--- config.mk ---
export PLATFORM = sky130hd
export DESIGN_NAME = uopExpander
export DESIGN_NICKNAME = d
export VERILOG_FILES = /design/src/hw/isaPkg.sv /design/src/hw/uopPkg.sv /design/src/hw/condCheck.sv /design/src/hw/regListScanner.sv /design/src/hw/uopExpander.sv /design/src/hw/uopSequencer.sv
export SDC_FILE = /design/constraint.sdc
export NUM_CORES = 1
export LEC_CHECK = 0
export BUFFER_PORTS_ARGS = -buffer_cell sky130_fd_sc_hd__buf_4
export CAP_MARGIN = 40
export CORE_MARGIN = 2
export CORE_UTILIZATION = 45
export DETAILED_ROUTE_END_ITERATION = 10
export HOLD_SLACK_MARGIN = 0.12
export PLACE_DENSITY_LB_ADDON = 0.1
export SLEW_MARGIN = 20
export SYNTH_ARGS = -nofsm -noshare
export SYNTH_HDL_FRONTEND = slang
export SYNTH_SLANG_ARGS = --single-unit
--- constraint.sdc ---
create_clock -name clk -period 8.5 [get_ports clk]
set_input_delay 0 -clock clk [delete_from_list [all_inputs] [get_ports clk]]
set_output_delay 0 -clock clk [all_outputs]
set_load 0.01 [all_outputs]
--- src/hw/isaPkg.sv ---
// ARM-style 32-bit encodings only; Thumb and coprocessor spaces are not described here
package isaPkg;

	typedef logic [31:0] instr_t; // One instruction word as fetched
	typedef logic [3:0]  regIdx_t; // R0..R15
	typedef logic [15:0] regList_t; // LDM mask, bit i loads Ri

	typedef enum logic [3:0] {
		EQ = 4'b0000, // Z set
		NE = 4'b0001,
		CS = 4'b0010, // Unsigned higher or same
		CC = 4'b0011,
		MI = 4'b0100,
		PL = 4'b0101,
		VS = 4'b0110,
		VC = 4'b0111,
		HI = 4'b1000, // Unsigned higher
		LS = 4'b1001,
		GE = 4'b1010, // Signed compares from here
		LT = 4'b1011,
		GT = 4'b1100,
		LE = 4'b1101,
		AL = 4'b1110,
		NV = 4'b1111 // Reserved, treated as always
	} cond_t;

	typedef struct packed {
		logic n; // Negative
		logic z; // Zero
		logic c; // Carry / not borrow
		logic v; // Signed overflow
	} flags_t;

	// Data-processing view of an instruction word
	typedef struct packed {
		cond_t       cond;
		logic [2:0]  opClass; // [27:25], bit 25 is the immediate flag
		logic [3:0]  opcode;
		logic        s; // Flag update
		regIdx_t     rn;
		regIdx_t     rd;
		logic [11:0] operand2;
	} dpFields_t;

	localparam logic [3:0] OP_ADD = 4'b0100;
	localparam logic [3:0] OP_MOV = 4'b1101;

endpackage

--- src/hw/uopPkg.sv ---
// Rz shares index 15 with PC in micro-op encodings; rzSel tells the register file which one is meant
package uopPkg;

	typedef enum logic [2:0] {
		ready, // Pass-through or first micro-op
		rsr, // Second RSR step
		multiply, // Accumulate step of MLA / long MLA
		ldmSetup, // Base computation into Rz
		ldmLoad // One LDR per listed register
	} uopState_t;

	typedef struct packed {
		logic       instrMux; // Take uopInstr instead of the fetched word
		logic       noFlagUpdate; // Block NZCV write
		logic       uopStall; // Hold fetch, more micro-ops follow
		logic       keepV; // Multiply leaves V alone
		logic       prevRsr; // Second step of a sequence
		logic       ldmForward; // Forward Rz between back-to-back loads
		logic       signExtend; // Imm12 is signed, not rotated
		logic [3:0] rzSel; // [3] RA1 input mux, [2:0] Rz on WA3 / RA2 / RA1
	} uopCtrl_t;

	typedef struct packed {
		isaPkg::regIdx_t nextReg; // Lowest pending register
		logic            lastReg; // Exactly one bit left
		logic [11:0]     startOffset; // Signed, from the incoming list
	} regListStatus_t;

	localparam isaPkg::regIdx_t RZ_INDEX = 4'd15;

	// rzSel codes
	localparam logic [3:0] RZ_NONE = 4'b0000;
	localparam logic [3:0] RZ_WA3  = 4'b1100; // Rz is the destination
	localparam logic [3:0] RZ_RA2  = 4'b0010; // Rz feeds operand two
	localparam logic [3:0] RZ_RA1  = 4'b0001; // Rz feeds Rn / base

endpackage

--- src/hw/condCheck.sv ---
// Combinational only; NV is executed like AL since the reserved space is not decoded elsewhere
module condCheck
	import isaPkg::*;
(
	input  cond_t  cond,
	input  flags_t flags,
	output logic   condPass
);

	logic signedLess; // N != V
	logic unsignedHigher; // C set and Z clear

	assign signedLess = flags.n ^ flags.v;
	assign unsignedHigher = flags.c & ~flags.z;

	always_comb begin
		case (cond)
			EQ: condPass = flags.z;
			NE: condPass = ~flags.z;
			CS: condPass = flags.c;
			CC: condPass = ~flags.c;
			MI: condPass = flags.n;
			PL: condPass = ~flags.n;
			VS: condPass = flags.v;
			VC: condPass = ~flags.v;
			HI: condPass = unsignedHigher;
			LS: condPass = ~unsignedHigher;
			GE: condPass = ~signedLess;
			LT: condPass = signedLess;
			GT: condPass = ~flags.z & ~signedLess; // Not equal and not less
			LE: condPass = flags.z | signedLess;
			default: condPass = 1'b1; // AL and NV
		endcase
	end

endmodule

--- src/hw/regListScanner.sv ---
// nextReg/lastReg follow the stored list; startOffset is taken from the incoming list for the setup step
module regListScanner
	import isaPkg::*;
	import uopPkg::*;
(
	input  logic           clk,
	input  logic           reset,
	input  logic           loadList,
	input  logic           advance,
	input  regList_t       regList,
	input  logic [1:0]     puBits,
	output regListStatus_t listStatus
);

	regList_t   pending; // Registers still to load
	regList_t   lowCleared; // pending without its lowest bit
	logic [4:0] popCount; // Set bits in incoming list
	logic [11:0] listBytes; // 4 * popCount

	assign lowCleared = pending & (pending - 16'd1);

	always_ff @(posedge clk) begin
		if (reset)
			pending <= '0;
		else if (loadList)
			pending <= regList; // New LDM accepted
		else if (advance)
			pending <= lowCleared; // One LDR issued
	end

	// Lowest set bit wins, scan from the top down
	always_comb begin
		listStatus.nextReg = '0;
		for (int i = 15; i >= 0; i--) begin
			if (pending[i])
				listStatus.nextReg = regIdx_t'(i);
		end
	end

	assign listStatus.lastReg = (pending != '0) && (lowCleared == '0);

	assign popCount = 5'($countones(regList));
	assign listBytes = {5'b0, popCount, 2'b00};

	always_comb begin
		case (puBits) // {P, U}
			2'b00: listStatus.startOffset = 12'd4 - listBytes; // Decrement after
			2'b01: listStatus.startOffset = 12'd0; // Increment after
			2'b10: listStatus.startOffset = -listBytes; // Decrement before
			default: listStatus.startOffset = 12'd4; // Increment before
		endcase
	end

endmodule

--- src/hw/uopExpander.sv ---
// Zero-latency expander; the pipeline must hold instr while ctrl.uopStall is high
module uopExpander
	import isaPkg::*;
	import uopPkg::*;
(
	input  logic     clk,
	input  logic     reset,
	input  logic     stall,
	input  instr_t   instr,
	input  flags_t   flags,
	output instr_t   uopInstr,
	output uopCtrl_t ctrl
);

	logic           condPass;
	logic           loadList;
	logic           advance;
	regListStatus_t listStatus;

	condCheck condUnit (
		.cond     (cond_t'(instr[31:28])),
		.flags    (flags),
		.condPass (condPass)
	);

	regListScanner listScan (
		.clk        (clk),
		.reset      (reset),
		.loadList   (loadList),
		.advance    (advance),
		.regList    (instr[15:0]), // LDM register mask
		.puBits     (instr[24:23]), // Addressing mode
		.listStatus (listStatus)
	);

	uopSequencer sequencer (
		.clk        (clk),
		.reset      (reset),
		.stall      (stall),
		.instr      (instr),
		.condPass   (condPass),
		.listStatus (listStatus),
		.loadList   (loadList),
		.advance    (advance),
		.uopInstr   (uopInstr),
		.ctrl       (ctrl)
	);

endmodule

--- src/hw/uopSequencer.sv ---
// instr must stay stable while uopStall is high; later micro-ops reuse its condition field unchanged
module uopSequencer
	import isaPkg::*;
	import uopPkg::*;
(
	input  logic           clk,
	input  logic           reset,
	input  logic           stall,
	input  instr_t         instr,
	input  logic           condPass,
	input  regListStatus_t listStatus,
	output logic           loadList,
	output logic           advance,
	output instr_t         uopInstr,
	output uopCtrl_t       ctrl
);

	uopState_t state; // Registered step
	uopState_t nextState;
	uopState_t step; // Step issued this cycle
	dpFields_t dp; // Field view of instr
	logic      isRsr;
	logic      isMulAcc;
	logic      isLdm;
	logic      listEmpty; // LDM with no registers

	assign dp = instr;

	// Register-shifted operand two, but not the misc space (BX, MRS and friends)
	assign isRsr = (dp.opClass == 3'b000) && !instr[7] && instr[4]
		&& !((instr[24:23] == 2'b10) && !dp.s);
	assign isMulAcc = (instr[27:24] == 4'b0000) && (instr[7:4] == 4'b1001) && instr[21];
	assign isLdm = (dp.opClass == 3'b100) && instr[20]; // Load only, STM passes through
	assign listEmpty = (instr[15:0] == '0);

	// An accepted LDM issues its setup in the same cycle
	always_comb begin
		step = state;
		if ((state == ready) && condPass && isLdm)
			step = ldmSetup;
	end

	always_ff @(posedge clk) begin
		if (reset)
			state <= ready;
		else if (!stall)
			state <= nextState; // Frozen under back-pressure
	end

	assign loadList = (step == ldmSetup) && !stall;
	assign advance = (state == ldmLoad) && !stall;

	always_comb begin
		nextState = ready;
		uopInstr = instr; // Pass-through unless a step overrides
		ctrl = '0;
		case (step)
			ready: begin
				if (condPass && isRsr) begin
					// MOV Rz, Rm <shift> Rs with S clear
					uopInstr = {dp.cond, 3'b000, OP_MOV, 1'b0, 4'b0000, RZ_INDEX, dp.operand2};
					ctrl.instrMux = 1'b1;
					ctrl.noFlagUpdate = 1'b1;
					ctrl.uopStall = 1'b1;
					ctrl.rzSel = RZ_WA3;
					nextState = rsr;
				end else if (condPass && isMulAcc) begin
					if (!instr[23])
						uopInstr = {dp.cond, 8'b0000_0000, RZ_INDEX, 4'b0000, instr[11:0]}; // MUL Rz
					else
						uopInstr = {dp.cond, 5'b00001, instr[22], 2'b00, RZ_INDEX, RZ_INDEX,
							instr[11:0]}; // Plain long multiply, product held for accumulate
					ctrl.instrMux = 1'b1;
					ctrl.uopStall = 1'b1;
					ctrl.keepV = 1'b1;
					ctrl.rzSel = RZ_WA3;
					nextState = multiply;
				end
			end
			rsr: begin
				// Original op, operand two = Rz, LSL #0
				uopInstr = {instr[31:12], 8'b0000_0000, RZ_INDEX};
				ctrl.instrMux = 1'b1;
				ctrl.prevRsr = 1'b1;
				ctrl.rzSel = RZ_RA2;
				nextState = ready;
			end
			multiply: begin
				ctrl.instrMux = 1'b1;
				ctrl.prevRsr = 1'b1;
				if (!instr[23]) begin
					// ADD Rd, Rz, Rn keeps the original S
					uopInstr = {dp.cond, 3'b000, OP_ADD, dp.s, RZ_INDEX, instr[19:16],
						8'b0000_0000, instr[15:12]};
					ctrl.rzSel = RZ_RA1;
				end else begin
					// Rs/Rm slots carry RdLo/RdHi to the accumulator inputs
					uopInstr = {dp.cond, 5'b00001, instr[22], 1'b1, dp.s, instr[19:16],
						instr[15:12], instr[15:12], 4'b1001, instr[19:16]};
					ctrl.rzSel = RZ_NONE;
				end
				nextState = ready;
			end
			ldmSetup: begin
				// ADD Rz, Rn, #startOffset with signed imm12
				uopInstr = {dp.cond, 3'b001, OP_ADD, 1'b0, dp.rn, RZ_INDEX,
					listStatus.startOffset};
				ctrl.instrMux = 1'b1;
				ctrl.noFlagUpdate = 1'b1;
				ctrl.uopStall = !listEmpty; // Empty list ends here
				ctrl.signExtend = 1'b1;
				ctrl.rzSel = RZ_WA3;
				nextState = listEmpty ? ready : ldmLoad;
			end
			ldmLoad: begin
				// LDR nextReg, [Rz], #4 (post-indexed, up)
				uopInstr = {dp.cond, 3'b010, 5'b01001, RZ_INDEX, listStatus.nextReg, 12'd4};
				ctrl.instrMux = 1'b1;
				ctrl.noFlagUpdate = 1'b1;
				ctrl.uopStall = !listStatus.lastReg;
				ctrl.ldmForward = 1'b1;
				ctrl.rzSel = RZ_RA1;
				nextState = listStatus.lastReg ? ready : ldmLoad;
			end
			default: nextState = ready;
		endcase
	end

endmodule

# --- After elaboration in Yosys (flattened, before gate mapping) ---
# Index checks and enable logic that the tools add are counted.
word_totals:
  ff_bits: 19
  in_bits: 39
  out_inout_bits: 43
  elab_cells: 132
classes:
  addsub: 18
  n_eq_ne: 22
  muxes: 47
  n_bitwise: 11
  reduce_logical: 32
ops:
  columns: ["operator", "count"]
  rows:
  - ["one-hot mux 28 bit (5 select lines)", 1]
  - ["two-way mux 4 bit", 18]
  - ["two-way mux 28 bit", 2]
  - ["one-hot mux 12 bit (3 select lines)", 1]
  - ["adder 5 bit", 7]
  - ["logical NOT 16 bit", 2]
  - ["two-way mux 16 bit", 2]
  - ["equality test 4 bit (second input constant)", 7]
  - ["two-way mux 24 bit", 1]
  - ["two-way mux 23 bit", 1]
  - ["one-hot mux 4 bit (5 select lines)", 1]
  - ["adder 1 x 1 -> 2 bit", 8]
  - ["AND 16 bit", 1]
  - ["equality test 4 x 3 -> 1 bit (second input constant)", 4]
  - ["nonzero test 16 bit", 1]
  - ["subtractor 16 x 1 -> 16 bit (second input constant)", 1]
  - ["logical AND 1 bit", 14]
  - ["one-hot mux 1 bit (14 select lines)", 1]
  - ["two-way mux 3 bit", 4]
  - ["negation 7 -> 12 bit", 1]
  - ["two-way mux 1 bit", 10]
  - ["equality test 3 bit (second input constant)", 3]
  - ["logical NOT 3 bit", 3]
  - ["one-hot mux 3 bit (3 select lines)", 1]
  - ["20 further kinds", 35]

# --- Depth between registers and ports, before layout ---
# Gate-level depths: netlist of the first run.
logic_depth:
  ltp_word: 17
  ltp_mapped: 20
  mapped_depth_nobuf: 20

# --- Cells and area by module ---
# A second synthesis of the first run with hierarchy kept.
hier_totals:
  hier_cells: 398
  hier_area_um2: 2882.8
modules_own_cells:
  columns: ["module", "n_inst", "cells_per_inst", "area_each_um2", "seq_area_each_um2"]
  rows:
  - ["regListScanner", 1, 221, 1641.6, 320.3]
  - ["uopSequencer", 1, 153, 1063.5, 60.1]
  - ["condCheck", 1, 24, 177.7, 0.0]

# --- Worst setup path before layout of the first run ---
# No wires, ideal clock.
synth_timing:
  path_kind: "in2out"
  from: "in instr[14]"
  to: "out uopInstr[6]"
  t_arrival_ns: 4.089
  path_slack_ns: 4.411
  cell_stages: 20
  path_cell_list: "inv_1 ha_1 inv_1 fa_1 inv_1 fa_1 fa_1 inv_1 fa_1 inv_1 ha_1 inv_1 fa_1 xor2_1 nand3_1 inv_1 ha_1 nand2_1 o21ai_0 a32o_1"
synth_between:
  elab_chain_cells: 7
  word_cells_on_any_way: 8
  classes_between: "add/sub (6); mux (2)"
synth_lines:
  columns: ["element", "line", "text"]
  rows:
  - ["from (decl)", "uopExpander.sv:9", "input instr_t instr,"]
  - ["adder 1 x 1 -> 2 bit (not written as such) *", "regListScanner.sv:42", "assign popCount = 5'($countones(regList));"]
  - ["adder 5 bit (not written as such) * (3 in series)", "regListScanner.sv:42", null]
  - ["negation 7 -> 12 bit or subtractor 3 x 7 -> 8 bit (tied branches)", "regListScanner.sv:49, regListScanner.sv:47", null]
  - ["one-hot mux 12 bit (3 select lines) *", "regListScanner.sv:46", "case (puBits)"]
  - ["one-hot mux 28 bit (5 select lines) *", "uopSequencer.sv:57", "case (step)"]
  - ["to (decl)", "uopExpander.sv:11", "output instr_t uopInstr,"]
# Mark *: on every way between the ends. The rest lies on a longest branch, timed or not.

# --- Worst setup path in the final report of the first run ---
layout_timing:
  from: "in instr[15]"
  to: "out uopInstr[6]"
# Same word-level chain as after synthesis.

==> results.sh, run 1 <==
export IMPL_drt_initial_drc_count=276
export IMPL_cts_num_sinks=19
export IMPL_clock_tree_buffer_depth=2
export IMPL_synth_edff_count=0
export IMPL_timing_final_crit_share_pct=60.5
export IMPL_critPathBufInv=10
export IMPL_synthesized_net_count=507
export IMPL_cellPowerDensity_nw_per_um2=146
export IMPL_setup_worst_path_end_class="output pin"
export IMPL_synth_cells_most_frequent="inv_1, nand2_1, nor2_1, ha_1"
export IMPL_synthArstFlopShare_pct=0
export IMPL_max_slew_margin_pct=58.5
export IMPL_globalRouteMet1Util_pct=36.9
export IMPL_status="finished, final reports clean"
export IMPL_worst_clock_skew_ns=0.00197
export IMPL_initial_core_utilization_pct=46.1
export IMPL_design_power_total_mw=0.563
export IMPL_avgSynthCellArea_sq_um=7.22
export IMPL_worst_setup_hold_path_clk_slew_ns=0.07
export IMPL_timing_critical_path_cells="dlygate4sd3_1 > buf_4 > inv_1 > ha_1 > inv_1 > fa_1 > inv_1 > fa_1 > fa_1 > inv_1 > fa_1 > inv_1 > ha_1 > inv_1 > fa_1 > xor2_1 > nand3_1 > inv_1 > ha_1 > nand2_1 > o21ai_0 > a32o_1 > buf_4"
export IMPL_die_w_microns=87.2
export IMPL_slowest_cell_on_the_critical_path="fa_1"
export IMPL_num_vias=3536
export IMPL_synth_area_leaders="dfxtp_1, ha_1, fa_1"
export IMPL_yosysWarnings=0
export IMPL_grt_pass1_wl_microns=16400
export IMPL_diodes=0
export IMPL_dp_final_hpwl_microns=8260
export IMPL_tritoncts="yes"
export IMPL_path_delay_family="adder cells"
export IMPL_power_leakage_nw=1.85
export IMPL_cts_made_buffers=3
export IMPL_first_global_vias=3303
export IMPL_finalSetupViolCount=0
export IMPL_timing_critical_path_arrival_ns=5.14
export IMPL_ctsRootBufferMaster="clkbuf_8"
export IMPL_grt_start_max_net_pins=32
export IMPL_main_synth_ff_type="dfxtp_1"
export IMPL_post_route_util_pct=57.0
export IMPL_synthDistinctLibCells=67
export IMPL_ir_worst_vdd_mv=0.182
export IMPL_required_ns=8.50
export IMPL_globalRouteOverflowTotal=0
export IMPL_max_cap_violations=0
export IMPL_multi_input_area_sq_um=2400
export IMPL_yosys_area_top_type="dfxtp_1"
export IMPL_floorplan_die_area_sq_um=7600
export IMPL_die_extent_in_y_microns=87.2
export IMPL_synthesis_instances=431
export IMPL_setup_slack_ns=3.36
export IMPL_number_of_antenna_violations_at_the_first_check_in_global_routing=0
export IMPL_post_route_cells_drive_above_1_share_pct=20.0
export IMPL_synthToLayoutAreaGrowth_pct=23.8
export IMPL_period_needed_ns=5.14
export IMPL_num_io_pins=82
export IMPL_hold_viol=0
export IMPL_fin_setup_tns_ns=0
export IMPL_route_final_wire_length_microns=10300
export IMPL_timing_hold_ws_ns=0.125
export IMPL_tightest_slew_ns=0.616
export IMPL_clock_fmax_mhz=195
export IMPL_grt_setup_unrepaired="no"
export IMPL_avgViaCountPerCell=6.04
export IMPL_grt_busiest_layer="met2"
export IMPL_placement_setup_worst_slack_ns=3.92
export IMPL_ys_seq_elements=19
export IMPL_postRouteAntennaNets=0
export IMPL_slowest_delay_ns=0.55
export IMPL_final_max_slew_violation_count=0
export IMPL_rows=30
export IMPL_postCtsSetupRepairBufs=0
export IMPL_h_tree_depth=1
export IMPL_critical_path_most_common_cell="inv_1"
export IMPL_timing_hold_worst_class="input pin to flip-flop"
export IMPL_timing_setup_critical_path_class="input pin to output pin"
export IMPL_use_met3_pct=1.52
export IMPL_cp_start_kind="input pin"
export IMPL_gp_routability_congestion=0.962
export IMPL_core_area_sq_um=6760
export IMPL_fillCellCount=648
export IMPL_post_synth_top_count_cell="inv_1"
export IMPL_synth_yosys_seq_area_share_pct=12.2
export IMPL_synth_top_area_share_pct=12.2
export IMPL_route_detailed_wl_per_inst_microns=17.7
export IMPL_design_final_nets=582
export IMPL_placement_io_buffers=81
export IMPL_post_synth_instance_area_sq_um=3110
export IMPL_clkLatencyLatePin_ns=0.26
export IMPL_grt_util_all_layers_pct=27.1
export IMPL_timing_critical_path_fanout_max=5
export IMPL_area_sequential_sq_um=380
export IMPL_post_route_drc_count=0
export IMPL_detail_route_first_pass_iterations=5
export IMPL_grtUsageMet2_pct=46.2
[layout make-up]
| class | count | area share, % |
|---|---|---|
| Tap cell | 80 | 2.60 |
| Clock buffer | 4 | 1.17 |
| Multi-Input combinational cell | 335 | 62.2 |
| Timing Repair Buffer | 93 | 18.9 |
| Inverter | 54 | 5.26 |
| Sequential cell | 19 | 9.87 |
[cell usage in the layout, fill, tap and decap left out, drive strengths merged, types with 7 or more instances in the layout]
cell	instances
o31ai	16
ha	26
mux2i	8
o21ai	27
a211oi	10
nor2	35
nor4	7
nand4	11
nand2	40
dlygate4sd3	10
a21oi	24
buf	83
nand3	14
dfxtp	19
fa	11
nor3	19
inv	51
[power by group]
part | switching (mW) | leakage [nW] | internal (mW)
combinational | 0.226 | 1.67 | 0.182
clock | 0.0294 | 0.0228 | 0.0333
sequential | 0.00298 | 0.153 | 0.0901
total | 0.258 | 1.85 | 0.305
[what timing repair did]
item	in CTS	in global routing
gates resized for setup	0	0
hold endpoints to repair	14	0
hold buffers	10	0
[state kept, by name, indices dropped and copies added, names as in the netlist]
name / count
sequencer.state: 3
listScan.pending: 16
[worst min-delay path, stage by stage]
cell,delay (ns)
buf_4,0.13
inv_1,0.11
o31ai_1,0.09
[path summary, 6_finish.rpt]
check	start	end	slack, ns	depth (start not counted)
worst max register to register	sequencer.state[2]	listScan.pending[12]	5.58	7
worst min-delay path	instr[13]	listScan.pending[13]	0.13	3
worst min register to register	listScan.pending[7]	listScan.pending[7]	0.54	2
worst max-delay path	instr[15]	uopInstr[6]	3.36	23
[per-stage QoR]
step	cells	instance area (sq um)
floorplan	431	3110
detailed placement	570	3690
global route	585	3850
global placement	569	3690
CTS	584	3840
finish	585	3850
[layer usage]
metal / part of all wire [%] / routed length (microns) / vias to the layer above
met5: 0 / 0 / -
met4: 2.5 / 263 / 0
met3: 5.5 / 569 / 20
met2: 50 / 5150 / 133
met1: 42 / 4370 / 1669
li1: - / - / 1714
[cells by family (layout without fill, tap and decap cells)]
logic type | after synthesis | after routing | synth area share (%)
buffers and inverters | 77 | 151 | 10.7
xor gates and xnor gates | 8 | 8 | 2.49
muxes | 8 | 8 | 2.57
and+or+nand+nor | 149 | 149 | 24.6
adders and majority gates | 38 | 38 | 17.9
DFF | 19 | 19 | 12.2
AOI/OAI and AO/OA | 132 | 132 | 29.5
(Power assumes the default switching activity.)
==> run 2, diff against run 1 <==
--- a/config.mk
+++ b/config.mk
@@ -5,6 +5,7 @@
 export SDC_FILE = /design/constraint.sdc
 export NUM_CORES = 1
 export LEC_CHECK = 0
+export ABC_AREA = 1
 export BUFFER_PORTS_ARGS = -buffer_cell sky130_fd_sc_hd__buf_4
 export CAP_MARGIN = 40
 export CORE_MARGIN = 2
==> constraint.sdc (replaced) <==
create_clock -name clk -period 5.15 [get_ports clk]
set_input_delay 0 -clock clk [delete_from_list [all_inputs] [get_ports clk]]
set_output_delay 0 -clock clk [all_outputs]
set_load 0.01 [all_outputs]
==> run 2 against run 1 <==
Clock skew rose by 0.0011 ns. Sequential cell count unchanged. Non-clock buffer count is 9 lower. Critical path depth unchanged. Via count is 10% higher. Critical endpoint is now uopInstr[10].
==> results.sh, run 2 <==
export IMPL_largest_registers="listScan.pending x16, sequencer.state x3"
export IMPL_required_ns=5.15
export IMPL_floorplan_die_area_sq_um=8030
export IMPL_timing_critical_path_arrival_ns=4.56
export IMPL_max_flop_register="listScan.pending"
export IMPL_clock_fmax_mhz=219
export IMPL_detail_route_first_pass_iterations=5
export IMPL_route_detailed_wl_per_inst_microns=14.8
export IMPL_share_comb_of_total_power_pct=72.7
export IMPL_grt_start_max_net_pins=27
export IMPL_ctsRootBufferMaster="clkbuf_8"
export IMPL_ys_seq_elements=19
export IMPL_ctsResizeCount=0
export IMPL_h_tree_depth=1
export IMPL_tritoncts="yes"
export IMPL_post_route_cells_drive_above_1_share_pct=18.3
export IMPL_number_of_antenna_violations_at_the_first_check_in_global_routing=0
export IMPL_synthToLayoutAreaGrowth_pct=21.5
export IMPL_status="finished, final reports clean"
export IMPL_num_io_pins=82
export IMPL_core_area_sq_um=7180
export IMPL_synth_top_area_share_pct=15.0
export IMPL_initial_core_utilization_pct=46.0
export IMPL_cellInternalPower_mw=0.488
export IMPL_yosys_area_top_type="nand2_1"
export IMPL_worst_clock_skew_ns=0.00302
export IMPL_design_final_nets=715
export IMPL_power_leakage_nw=2.23
export IMPL_most_common_layout_cells="nand2_1, inv_1, buf_4, nor2_1, nand3_1"
export IMPL_setup_worst_path_end_class="output pin"
export IMPL_synth_cells_most_frequent="nand2_1, inv_1, nor2_1, nand3_1, o21ai_0"
export IMPL_globalRouteOverflowTotal=0
export IMPL_post_synth_top_count_cell="nand2_1"
export IMPL_post_route_util_pct=55.9
export IMPL_placement_io_buffers=81
export IMPL_drt_initial_drc_count=279
export IMPL_ir_worst_vdd_mv=0.459
export IMPL_max_slew_margin_pct=56.1
export IMPL_gp_routability_congestion=0.925
export IMPL_fin_setup_tns_ns=0
export IMPL_cellPowerDensity_nw_per_um2=239
export IMPL_final_max_slew_violation_count=0
export IMPL_cts_num_sinks=19
export IMPL_clock_tree_buffer_depth=2
export IMPL_timing_final_crit_share_pct=88.6
export IMPL_netSwitchingPower_mw=0.469
export IMPL_first_global_vias=3579
export IMPL_synthArstFlopShare_pct=0
export IMPL_die_w_microns=89.6
export IMPL_timing_hold_worst_class="input pin to flip-flop"
export IMPL_die_extent_in_y_microns=89.6
export IMPL_synthesized_net_count=642
export IMPL_avgViaCountPerCell=5.30
export IMPL_tightest_slew_ns=0.658
export IMPL_route_final_wire_length_microns=10900
export IMPL_finalSetupViolCount=0
export IMPL_timing_critical_path_fanout_max=6
export IMPL_synthDistinctLibCells=40
export IMPL_grt_pass1_wl_microns=17300
export IMPL_diodes=0
export IMPL_clock_power_share_pct=11.4
export IMPL_avgSynthCellArea_sq_um=5.83
export IMPL_share_seq_of_total_power_pct=15.9
export IMPL_worst_setup_hold_path_clk_slew_ns=0.08
export IMPL_synth_area_leaders="nand2_1, dfxtp_1, inv_1"
export IMPL_layout_commonest_cell="nand2_1"
export IMPL_cts_made_buffers=3
export IMPL_yosysWarnings=0
export IMPL_largest_reg_flops=16
export IMPL_cp_start_kind="input pin"
export IMPL_synth_edff_count=0
export IMPL_post_synth_instance_area_sq_um=3300
export IMPL_max_cap_violations=0
export IMPL_power_share_switching_pct=49.0
export IMPL_clkLatencyLatePin_ns=0.27
export IMPL_grt_setup_unrepaired="no"
export IMPL_num_vias=3906
export IMPL_hold_viol=0
export IMPL_synthesis_instances=566
export IMPL_postRouteAntennaNets=0
export IMPL_dp_final_hpwl_microns=8930
export IMPL_timing_setup_critical_path_class="input pin to output pin"
export IMPL_post_route_drc_count=0
export IMPL_fillCellCount=761
export IMPL_grt_util_all_layers_pct=27.7
export IMPL_rows=31
export IMPL_main_synth_ff_type="dfxtp_1"
export IMPL_period_needed_ns=4.56
export IMPL_synth_yosys_seq_area_share_pct=11.5
[run 2: cell types whose count changed in the layout (fill, tap and decap cells not counted), moves of 7 or more]
cell,delta
o211ai_1,+8
mux2i_1,-8
nor3_1,-10
a211oi_1,-9
nor2_1,+45
o21ai_0,+10
a21oi_1,-7
nand2_1,+92
nor2_2,+13
dlygate4sd3_1,-7
o31ai_1,-15
inv_1,+47
nand4_1,+13
nand3_1,+27
[run 2: worst paths after layout]
check,end,slack (ns),startpoint,cells past startpoint
worst max register to register,sequencer.state[2],2.59,sequencer.state[2],11
worst min register to register,listScan.pending[0],0.56,listScan.pending[0],2
worst min-delay path,listScan.pending[2],0.14,instr[2],5
worst max-delay path,uopInstr[10],0.59,instr[15],23
[run 2: layer usage]
metal	part of all wire (%)	global-route usage, %
met4	2.2	6.78
met3	6.7	3.75
met5	0	0
met2	46	44.7
met1	45	39.2
[run 2: kinds of logic (layout without fill, tap and decap cells)]
group,count (synthesis),in the layout,share of synthesized area (%)
compound gates,79,79,14.2
fa+ha+maj,37,37,16.5
simple gates,310,310,42.5
buf+inv,119,191,14.7
flops,19,19,11.5
xor+xnor,2,2,0.531
[run 2: final cells by class]
type	instances	area (sq um)	share of cell area (%)
clock inverter	1	5.00	0.125
multi-input combinational	428	2430	60.7
timing repair buffer	84	638	15.9
inverter	103	387	9.64
clock buffer	3	41.3	1.03
sequential	19	380	9.49
tap	99	124	3.09
[run 2: power groups by stage]
stage	Combinational [mW]	Clock, mW	Sequential (mW)
finish	0.696	0.109	0.152
global route	0.803	0.118	0.153
CTS	0.696	0.113	0.152
detailed placement	0.691	0	0.156
global placement	0.665	0	0.155
floorplan	0.481	0	0.155
[run 2: through the flow]
step | setup slack, ns | power (mW) | instances | instance area (sq um) | hold slack, ns
finish | 0.589 | 0.957 | 737 | 4010 | 0.138
global route | 0.210 | 1.07 | 737 | 4010 | 0.163
CTS | 0.599 | 0.960 | 737 | 4010 | 0.136
global placement | 0.723 | 0.821 | 730 | 3930 | 0.222
detailed placement | 0.617 | 0.846 | 730 | 3930 | 0.224
floorplan | 1.16 | 0.635 | 566 | 3300 | 0.0918
[run 2: timing repair]
item                                    CTS  global route
hold buffers                              3             0
endpoints found under the hold margin    18             0
endpoints found under the setup margin    0             0
buffers inserted                          0             0
[run 2: critical path, cell delays in order]
cell and delay [ns]:
buf_4 0.12, inv_1 0.09, ha_1 0.29, inv_1 0.05, fa_1 0.53, inv_1 0.06
fa_1 0.44, fa_1 0.51, inv_1 0.06, fa_1 0.48, inv_1 0.07, ha_1 0.17
inv_1 0.06, fa_1 0.54, ha_1 0.18, inv_1 0.04, nor2_1 0.11, inv_1 0.06
o21ai_0 0.19, o21ai_0 0.14, nand2_1 0.09, o211ai_1 0.12, buf_4 0.17
==> run 3, diff against run 2 <==
--- a/config.mk
+++ b/config.mk
@@ -8,7 +8,7 @@
 export ABC_AREA = 1
 export BUFFER_PORTS_ARGS = -buffer_cell sky130_fd_sc_hd__buf_4
 export CAP_MARGIN = 40
-export CORE_MARGIN = 2
+export CORE_MARGIN = 3
 export CORE_UTILIZATION = 45
 export DETAILED_ROUTE_END_ITERATION = 10
 export HOLD_SLACK_MARGIN = 0.12
==> constraint.sdc (replaced) <==
create_clock -name clk -period 4.8 [get_ports clk]
set_input_delay 0 -clock clk [delete_from_list [all_inputs] [get_ports clk]]
set_output_delay 0 -clock clk [all_outputs]
set_load 0.01 [all_outputs]
==> run 3 against run 2 <==
Largest power group unchanged. Clock skew about the same. Power increased by 6.3%. Setup slack got worse by 0.28 ns. Critical path type unchanged. Worst hold slack improved by 0.0037 ns. Wire length decreased by 3.7%. First-iteration DRC count decreased by 1.4%.
==> results.sh, run 3 (synthesis gave the netlist of run 2 again) <==
export IMPL_floorplan_die_area_sq_um=8400
export IMPL_synthToLayoutAreaGrowth_pct=21.4
export IMPL_gp_routability_congestion=0.949
export IMPL_initial_core_utilization_pct=47.5
export IMPL_worst_setup_hold_path_clk_slew_ns=0.07
export IMPL_route_detailed_wl_per_inst_microns=14.3
export IMPL_design_final_nets=715
export IMPL_grt_pass1_wl_microns=17200
export IMPL_clkLatencyLatePin_ns=0.26
export IMPL_power_leakage_nw=2.23
export IMPL_clock_fmax_mhz=222
export IMPL_hold_viol=0
export IMPL_cellInternalPower_mw=0.522
export IMPL_largest_registers="listScan.pending x16, sequencer.state x3"
export IMPL_timing_critical_path_fanout_max=6
export IMPL_timing_critical_path_arrival_ns=4.50
export IMPL_route_final_wire_length_microns=10500
export IMPL_ir_worst_vdd_mv=0.492
export IMPL_postRouteAntennaNets=0
export IMPL_timing_final_crit_share_pct=93.7
export IMPL_diodes=0
export IMPL_ctsResizeCount=0
export IMPL_netSwitchingPower_mw=0.495
export IMPL_core_area_sq_um=6940
export IMPL_die_extent_in_y_microns=91.6
export IMPL_most_common_layout_cells="nand2_1, inv_1, buf_4, nor2_1, nand3_1"
export IMPL_clock_power_share_pct=11.2
export IMPL_placement_io_buffers=81
export IMPL_layoutNonFillerInstCount=734
export IMPL_largest_reg_flops=16
export IMPL_post_route_drc_count=0
export IMPL_grt_util_all_layers_pct=24.9
export IMPL_grt_setup_unrepaired="no"
export IMPL_postCtsSetupRepairBufs=0
export IMPL_max_cap_violations=0
export IMPL_final_max_slew_violation_count=0
export IMPL_die_w_microns=91.6
export IMPL_timing_hold_ws_ns=0.141
export IMPL_reg2reg_depth=9
export IMPL_ctsRootBufferMaster="clkbuf_8"
export IMPL_grt_start_max_net_pins=27
export IMPL_num_vias=3905
export IMPL_rows=30
export IMPL_dp_final_hpwl_microns=8680
export IMPL_fin_setup_tns_ns=0
export IMPL_tritoncts="yes"
export IMPL_cts_made_buffers=3
export IMPL_timing_setup_critical_path_class="input pin to output pin"
export IMPL_globalRouteOverflowTotal=0
export IMPL_period_needed_ns=4.50
export IMPL_cts_hold_buffers=3
export IMPL_post_place_cells=727
export IMPL_finalSetupViolCount=0
export IMPL_whs_path_depth=5
export IMPL_worst_clock_skew_ns=0.00274
export IMPL_setup_worst_path_end_class="output pin"
export IMPL_h_tree_depth=1
export IMPL_layout_commonest_cell="nand2_1"
export IMPL_tightest_slew_ns=0.640
export IMPL_status="finished, final reports clean"
export IMPL_timing_hold_worst_class="input pin to flip-flop"
export IMPL_first_global_vias=3540
export IMPL_max_flop_register="listScan.pending"
export IMPL_cts_num_sinks=19
export IMPL_cellPowerDensity_nw_per_um2=254
export IMPL_number_of_antenna_violations_at_the_first_check_in_global_routing=0
export IMPL_share_seq_of_total_power_pct=16.1
export IMPL_power_share_switching_pct=48.6
export IMPL_required_ns=4.80
export IMPL_avgViaCountPerCell=5.32
export IMPL_clock_tree_buffer_depth=2
export IMPL_post_route_cells_drive_above_1_share_pct=18.2
export IMPL_max_slew_margin_pct=57.3
export IMPL_share_comb_of_total_power_pct=72.8
export IMPL_cp_start_kind="input pin"
export IMPL_num_io_pins=82
export IMPL_detail_route_first_pass_iterations=5
export IMPL_drt_initial_drc_count=275
==> run 3: cell type report <==
class                           instances  area [sq um]
Timing Repair Buffer                   84           638
Inverter                              103           387
Multi-Input combinational cell        428          2430
Tap cell                               96           120
Fill cell                             727          2940
Clock buffer                            4          45.0
Sequential cell                        19           380
==> run 3: stage by stage <==
step                worst slack [ns]  area, sq um  util, %  power, mW
floorplan                      0.805         3300        -      0.682
global placement               0.380         3930     56.6      0.883
detailed placement             0.328         3930     56.6      0.900
CTS                            0.322         4000     57.7       1.02
global route                  0.0345         4000     57.7       1.13
finish                         0.304         4000     57.7       1.02
==> run 3: final timing paths <==
path / from / to / slack (ns)
hold reg to reg: listScan.pending[0] / listScan.pending[0] / 0.56
setup reg to reg: sequencer.state[2] / listScan.pending[11] / 2.33
setup / recovery: instr[14] / uopInstr[7] / 0.30
hold / removal: instr[1] / listScan.pending[1] / 0.14
==> run 3: metal layers <==
metal	GRT usage [%]	routed length [microns]
met5	0	0
met4	4.40	175
met3	3.77	883
met2	40.8	4770
met1	34.9	4690
==> run 3: power groups by stage <==
stage	Clock, mW	Sequential [mW]	Combinational [mW]
2_1_floorplan	0	0.166	0.516
6_report	0.114	0.163	0.740
3_5_place_dp	0	0.167	0.733
5_1_grt	0.124	0.164	0.844
4_1_cts	0.118	0.163	0.740
3_3_place_gp	0	0.167	0.716
==> run 3: critical path, cell delays in order <==
cell	delay, ns
buf_4	0.12
inv_1	0.09
ha_1	0.28
inv_1	0.05
fa_1	0.53
inv_1	0.06
fa_1	0.44
fa_1	0.52
inv_1	0.06
fa_1	0.46
inv_1	0.07
ha_1	0.16
inv_1	0.05
fa_1	0.54
ha_1	0.18
inv_1	0.04
nor2_1	0.13
inv_1	0.06
o21ai_0	0.14
o21ai_0	0.10
nand2_1	0.12
o211ai_1	0.13
buf_4	0.17
